## src/convPkg.sv

```systemverilog
package convPkg;

	// Word types of the codec datapath
	typedef logic signed [15:0] word16;
	typedef logic signed [31:0] word32;
	typedef logic [11:0] memAddr;

	typedef struct packed {
		memAddr addr;
		word32 data;
		logic en;
	} memWrite;

	typedef struct packed {
		word32 acc;
		word16 a;
		word16 b;
	} macOperands;

	typedef struct packed {
		word32 value;
		word16 amount;
		logic ready;
	} shiftRequest;

	// Scratch memory layout
	localparam memAddr xBase = 12'd0;
	localparam memAddr hBase = 12'd256;
	localparam memAddr yBase = 12'd512;
	localparam int maxConvLen = 256;

	localparam word32 roundConst = 32'h00008000;
	localparam word32 wordMax = 32'h7fffffff;
	localparam word32 wordMin = 32'h80000000;

	typedef enum logic [3:0] {
		ctrlIdle,
		ctrlReadX,
		ctrlReadH,
		ctrlLatch,
		ctrlAccum,
		ctrlShift,
		ctrlShiftWait,
		ctrlRound,
		ctrlWrite,
		ctrlNext
	} ctrlState;

endpackage

```

## src/convolveController.sv

```systemverilog
module convolveController
#(
	parameter int convLen = 40
)
(
	input logic clk,
	input logic rst,
	input logic start,
	input convPkg::word16 shiftAmt,
	output logic busy,
	output logic done,
	output convPkg::memAddr ctrlRdAddr,
	output convPkg::memWrite ctrlWr,
	output convPkg::macOperands macReq,
	input convPkg::word32 macSum,
	output convPkg::word32 roundIn,
	input convPkg::word32 roundSum,
	output convPkg::shiftRequest shiftReq,
	input convPkg::word32 shiftOut,
	input logic shiftDone,
	input convPkg::word32 rdData
);
	import convPkg::*;

	localparam int idxW = $clog2(maxConvLen);

	ctrlState state;
	logic [idxW-1:0] n;
	logic [idxW-1:0] i;
	word16 amtReg;
	word16 xReg;
	word16 hReg;
	word16 yHigh;
	word32 acc;

	////////////////////////////////////////////////////////////////////////////
	// Sequencing
	////////////////////////////////////////////////////////////////////////////

	always_ff @(posedge clk)
	begin
		if (rst)
		begin
			state <= ctrlIdle;
			done <= 1'b0;
			n <= '0;
			i <= '0;
		end
		else
		begin
			done <= 1'b0;
			case (state)
				ctrlIdle:
					if (start)
					begin
						n <= '0;
						i <= '0;
						state <= ctrlReadX;
					end
				ctrlReadX: state <= ctrlReadH;
				ctrlReadH: state <= ctrlLatch;
				ctrlLatch: state <= ctrlAccum;
				// Inner loop over i = 0..n
				ctrlAccum:
					if (i == n)
						state <= ctrlShift;
					else
					begin
						i <= i + 1'b1;
						state <= ctrlReadX;
					end
				ctrlShift: state <= ctrlShiftWait;
				ctrlShiftWait:
					if (shiftDone)
						state <= ctrlRound;
				ctrlRound: state <= ctrlWrite;
				ctrlWrite: state <= ctrlNext;
				ctrlNext:
					if (n == convLen - 1)
					begin
						done <= 1'b1;
						state <= ctrlIdle;
					end
					else
					begin
						n <= n + 1'b1;
						i <= '0;
						state <= ctrlReadX;
					end
				default: state <= ctrlIdle;
			endcase
		end
	end

	// Operand and result registers
	always_ff @(posedge clk)
	begin
		case (state)
			ctrlIdle:
			begin
				acc <= '0;
				if (start)
					amtReg <= shiftAmt;
			end
			ctrlReadH: xReg <= rdData[15:0];
			ctrlLatch: hReg <= rdData[15:0];
			ctrlAccum: acc <= macSum;
			ctrlRound: yHigh <= roundSum[31:16];
			ctrlNext: acc <= '0;
			default: ;
		endcase
	end

	////////////////////////////////////////////////////////////////////////////
	// Requests to the pipe
	////////////////////////////////////////////////////////////////////////////

	assign busy = (state != ctrlIdle);

	// x address except while fetching h[n-i]
	always_comb
	begin
		ctrlRdAddr = xBase + memAddr'(i);
		if (state == ctrlReadH)
			ctrlRdAddr = hBase + memAddr'(n - i);
	end

	assign macReq = '{acc: acc, a: xReg, b: hReg};
	assign shiftReq = '{value: acc, amount: amtReg, ready: (state == ctrlShift)};
	assign roundIn = shiftOut;

	// High half, sign-extended
	assign ctrlWr = '{
		addr: yBase + memAddr'(n),
		data: {{16{yHigh[15]}}, yHigh},
		en: (state == ctrlWrite)
	};

	assert property (@(posedge clk) disable iff (rst)
		(start && !busy) |-> (shiftAmt >= 0 && shiftAmt <= 15));

endmodule

```

## config.mk

```make
export PLATFORM = sky130hd
export DESIGN_NAME = convolveController
export DESIGN_NICKNAME = d
export VERILOG_FILES = /design/src/convPkg.sv /design/src/convolveController.sv
export SDC_FILE = /design/constraint.sdc
export NUM_CORES = 1
export LEC_CHECK = 0
export BUFFER_PORTS_ARGS = -buffer_cell sky130_fd_sc_hd__buf_2
export CAP_MARGIN = 20
export CORE_AREA = 4 4 133 135
export CTS_BUF_LIST = sky130_fd_sc_hd__clkbuf_4
export CTS_CLUSTER_SIZE = 24
export DETAILED_ROUTE_END_ITERATION = 6
export DIE_AREA = 0 0 137 139
export GPL_TIMING_DRIVEN = 0
export HOLD_SLACK_MARGIN = 0.02
export PLACE_DENSITY_LB_ADDON = 0.1
export SETUP_SLACK_MARGIN = 0.4
export SLEW_MARGIN = 5
export SYNTH_ARGS = -nofsm -noshare
export SYNTH_HDL_FRONTEND = slang
export SYNTH_SLANG_ARGS = --single-unit
```

## constraint.sdc

```tcl
create_clock -name clk -period 2.5 [get_ports clk]
set_clock_uncertainty 0.1 [all_clocks]
set_input_delay 0.375 -clock clk [delete_from_list [all_inputs] [get_ports clk]]
set_output_delay 0.375 -clock clk [all_outputs]
set_load 0.05 [all_outputs]
```

==> impl_table.tex <==
\begin{tabular}{lr}
\hline
Metric & Value \\
\hline
\multicolumn{2}{l}{\textbf{STA}} \\
\quad Unrepaired setup endpoints after global routing & true \\
\quad Worst slew margin relative to its limit & 0.516 \\
\quad F\_max & about 350 MHz \\
\quad Final period util & 1.13 \\
\quad Final-report setup violation count & 9 \\
\quad Number of hold violations in the final report & 0 \\
\quad Post-route minimum period & between 2 and 3 ns \\
\quad Worst Tran Pin Value & approximately 0.72 ns \\
\quad Final setup slack of the worst path & -0.329 ns \\
\quad Final max-slew violation count & 0 \\
\multicolumn{2}{l}{\textbf{Logic synthesis}} \\
\quad Number of warning messages in the yosys log & 0 \\
\quad Most used flip-flop cell after synthesis & sky130\_fd\_sc\_hd\_\_edfxtp\_1 \\
\quad Mapped Cells & 442 \\
\quad Netlist cell types & 51 \\
\quad Synth top area share & 0.527 \\
\quad Leading area contributor after synthesis & sky130\_fd\_sc\_hd\_\_edfxtp\_1 \\
\quad Post-synth EDFFs & 96 \\
\quad Number of synthesized register bits & 117 \\
\quad Sequential-to-total area share from yosys stat & 0.604 \\
\quad Cells taking the most area after synthesis & sky130\_fd\_sc\_hd\_\_edfxtp\_1, sky130\_fd\_sc\_hd\_\_buf\_4, sky130\_fd\_sc\_hd\_\_dfxtp\_1 \\
\quad Avg Cell Area, Syn & around 12 um2 \\
\quad Asr flop ratio synth & 0 \\
\quad Mapped Area & 5470 um2 \\
\multicolumn{2}{l}{\textbf{Setup path}} \\
\quad Depth of the most critical reg-to-reg path & 12 \\
\quad Type of the worst setup path & reg -> out \\
\quad Crit path required time & between 2 and 2.5 ns \\
\quad Arrival time at the worst endpoint & 2.35 ns \\
\quad Slowest Stage Delay on Critical Path & between 0.4 and 0.5 ns \\
\quad Type of origin of the critical path & register \\
\quad Maximum fanout along the worst path & 5 \\
\quad Worst-path cell chain & buf\_4, fa\_2, nor2b\_4, o31a\_1, o21ai\_1, mux2i\_1, o311ai\_4, buf\_6 \\
\quad Slowest stage cell, crit path & sky130\_fd\_sc\_hd\_\_fa\_2 \\
\quad Flop-to-flop setup slack & around 0.18 ns \\
\quad R2R Path End & n[4] \\
\quad Startpoint of the worst-slack reg-to-reg timing path & state[3] \\
\quad Critical Path Sink Type & primary output \\
\multicolumn{2}{l}{\textbf{Die}} \\
\quad Die outline area & around 19,000 um2 \\
\quad Chip width & roughly 140 um \\
\quad Site row count & 47 \\
\quad Number of top-level pins & 352 \\
\quad Height of the chip & 139 um \\
\quad Core footprint & approximately 16,000 um2 \\
\quad Initial core utilization & 0.332 \\
\multicolumn{2}{l}{\textbf{Power and ir drop}} \\
\quad Post-route total power & 7.43 mW \\
\quad Pwr per Cell Area & 783 nW/um2 \\
\quad Worst supply voltage drop on vdd & 0.728 mV \\
\quad Total leakage power & between 4 and 5 nW \\
\multicolumn{2}{l}{\textbf{Routing}} \\
\quad Total number of vias & around 4,900 \\
\quad Drt first pass iters & 4 \\
\quad Number of violations reported at the end of detailed-routing iteration 0 & 153 \\
\quad Sum of routed wire length over all layers & approximately 17,000 um \\
\quad Detailed-route DRC error count & 0 \\
\quad Detail-routed net length per standard cell & 15.5 um \\
\quad Met3 wire length & roughly 1200 um \\
\quad Met2 wire length & about 9100 um \\
\quad Met1 wire length & $\sim$6500 um \\
\quad Top routing layer in use & met5 \\
\quad Number of nets with antenna violations after routing & 0 \\
\quad Detail-routed via count per cell & roughly 4.4 \\
\multicolumn{2}{l}{\textbf{Placed design}} \\
\quad Total half-perimeter wirelength after legalization and detailed placement & around 12,000 um \\
\quad Routability congestion estimate from global placement & between 0.8 and 0.9 \\
\quad Count of port buffers added during placement & between 200 and 300 \\
\multicolumn{2}{l}{\textbf{Global route}} \\
\quad Initial antenna violation count & 2 \\
\quad Vias in the first global route & roughly 5,000 \\
\quad Global-route wire length before repair & around 25,000 um \\
\quad Pin count of the biggest net entering global routing & 33 \\
\quad GR Overflow Total & 0 \\
\quad GRT Total Usage & 0.168 \\
\multicolumn{2}{l}{\textbf{CTS}} \\
\quad Total clock sinks & between 100 and 150 \\
\quad Max H-tree Level & 4 \\
\quad Number of buffers inserted during clock tree synthesis & 17 \\
\quad Maximum count of clock buffers along a single path & 2 \\
\quad Buffer cell driving the clock tree root & sky130\_fd\_sc\_hd\_\_clkbuf\_4 \\
\quad Clk Latency, worst-skew pair & approximately 0.51 ns \\
\quad CTS tree & yes \\
\quad Clock input transition at the sequential cells of the worst setup and hold paths & 0.11 ns \\
\multicolumn{2}{l}{\textbf{Min path}} \\
\quad Hold Path Origin & macSum[17] \\
\quad Hold Path Sink & acc[17] \\
\quad Hold Path Depth & 2 \\
\quad Worst hold path type & in -> reg \\
\multicolumn{2}{l}{\textbf{Finish}} \\
\quad Most common library cell in the layout ignoring fill and taps & sky130\_fd\_sc\_hd\_\_buf\_2 \\
\quad Fraction of layout instances using a drive strength above 1 & 0.645 \\
\quad Layout area overhead & 73.5\% \\
\quad Utilization of the core after routing & 0.576 \\
\quad Number of nets at the end of the flow & 1,022 \\
\quad Commonest non-fill, non-tap cells in the layout & sky130\_fd\_sc\_hd\_\_buf\_2, sky130\_fd\_sc\_hd\_\_buf\_4, sky130\_fd\_sc\_hd\_\_edfxtp\_1 \\
\multicolumn{2}{l}{\textbf{Status}} \\
\quad Violations in the final reports & setup timing \\
\quad Status & complete, but fails checks \\
\multicolumn{2}{l}{\textbf{Run}} \\
\quad Reported max-cap violation count & 0 \\
\hline
\end{tabular}
## cells in the mapped netlist, drive strengths merged (10+ instances only)
library cell   n
ha            10
o21ai         14
edfxtp        96
nor2          24
nand2         14
inv           16
clkbuf        12
and3          34
a21oi         18
dfxtp         21
nor3          16
buf           93
## logic make-up (layout without fill, tap and decap cells)
family / count (synthesis) / count (layout) / share of synthesized area
and+or+nand+nor: 127 / 128 / 0.139
buffers and inverters: 121 / 549 / 0.146
DFF: 117 / 117 / 0.604
AOI/OAI and AO/OA: 53 / 53 / 0.0654
adders and majority gates: 11 / 11 / 0.0265
xor gates and xnor gates: 9 / 9 / 0.0144
other: 2 / 8 / 0.00137
muxes: 2 / 2 / 0.00366
## layer usage
layer / global-route usage / vias to the layer above
li1: - / 2359
met1: 0.189 / 2269
met2: 0.310 / 214
met3: 0.0385 / 23
met4: 0.0557 / 2
met5: 0 / -
## sequential cells by signal (all words and copies together) (netlist names)
register	flops
xReg	16
amtReg	16
i	8
hReg	16
yHigh	16
state	4
acc	32
n	8
done	1
## per-stage QoR
step	TNS, ns	worst slack [ns]	std cells	cell area, um2	hold WS (ns)
finish	-1.92	-0.329	1097	9490	0.0978
floorplan	0	0.144	447	5760	0.374
CTS	-2.61	-0.457	1080	9140	0.0333
global placement	-0.0177	-0.0177	946	7430	0.397
global route	-3.17	-0.485	1097	9490	0.0311
detailed placement	-0.0512	-0.0512	948	7450	0.411
## cell type report
| cell class | count | area [um2] |
|---|---|---|
| Clock buffer | 17 | 128 |
| Tap cell | 220 | 275 |
| Antenna cell | 1 | 2.50 |
| Inverter | 16 | 81.3 |
| Timing Repair inverter | 1 | 8.76 |
| Clock inverter | 15 | 156 |
| Sequential cell | 117 | 3350 |
| Buffer | 105 | 856 |
| Timing Repair Buffer | 395 | 2670 |
| Fill cell | 1441 | 6980 |
| Multi-Input combinational cell | 210 | 1960 |
## worst max-delay path, delay by kind of cell, from the launching register on
kind | cells | cell delay (ns)
flops | 1 | 0.37
compound gates | 3 | 0.37
mux | 1 | 0.23
fa+ha+maj | 1 | 0.42
simple gates | 1 | 0.13
buf+inv | 2 | 0.33
## repair_timing
item | 4_1_cts | 5_1_grt
buffers inserted | 28 | 14
gates resized for setup | 123 | 43
setup endpoints to repair | 76 | 68
hold buffers | 70 | 0
hold endpoints to repair | 86 | 0
pin swaps | 29 | 25
cloned | 2 | 2
## power by group
part           switching (mW)  internal (mW)  leakage [nW]
sequential              0.128           2.44          1.11
clock                   0.763          0.598         0.142
combinational            2.33           1.17          3.03
## worst max-delay path by stage
stage / from / slack [ns] / to
final: i[1] / -0.33 / ctrlRdAddr[6]
after global routing: n[0] / -0.48 / ctrlRdAddr[6]
after global placement: state[3] / -0.02 / ctrlRdAddr[6]
after floorplan: n[0] / 0.14 / ctrlRdAddr[6]
after CTS: n[0] / -0.46 / ctrlRdAddr[6]
after detailed placement: state[3] / -0.05 / ctrlRdAddr[6]
Power figures use the tool's default switching activity.
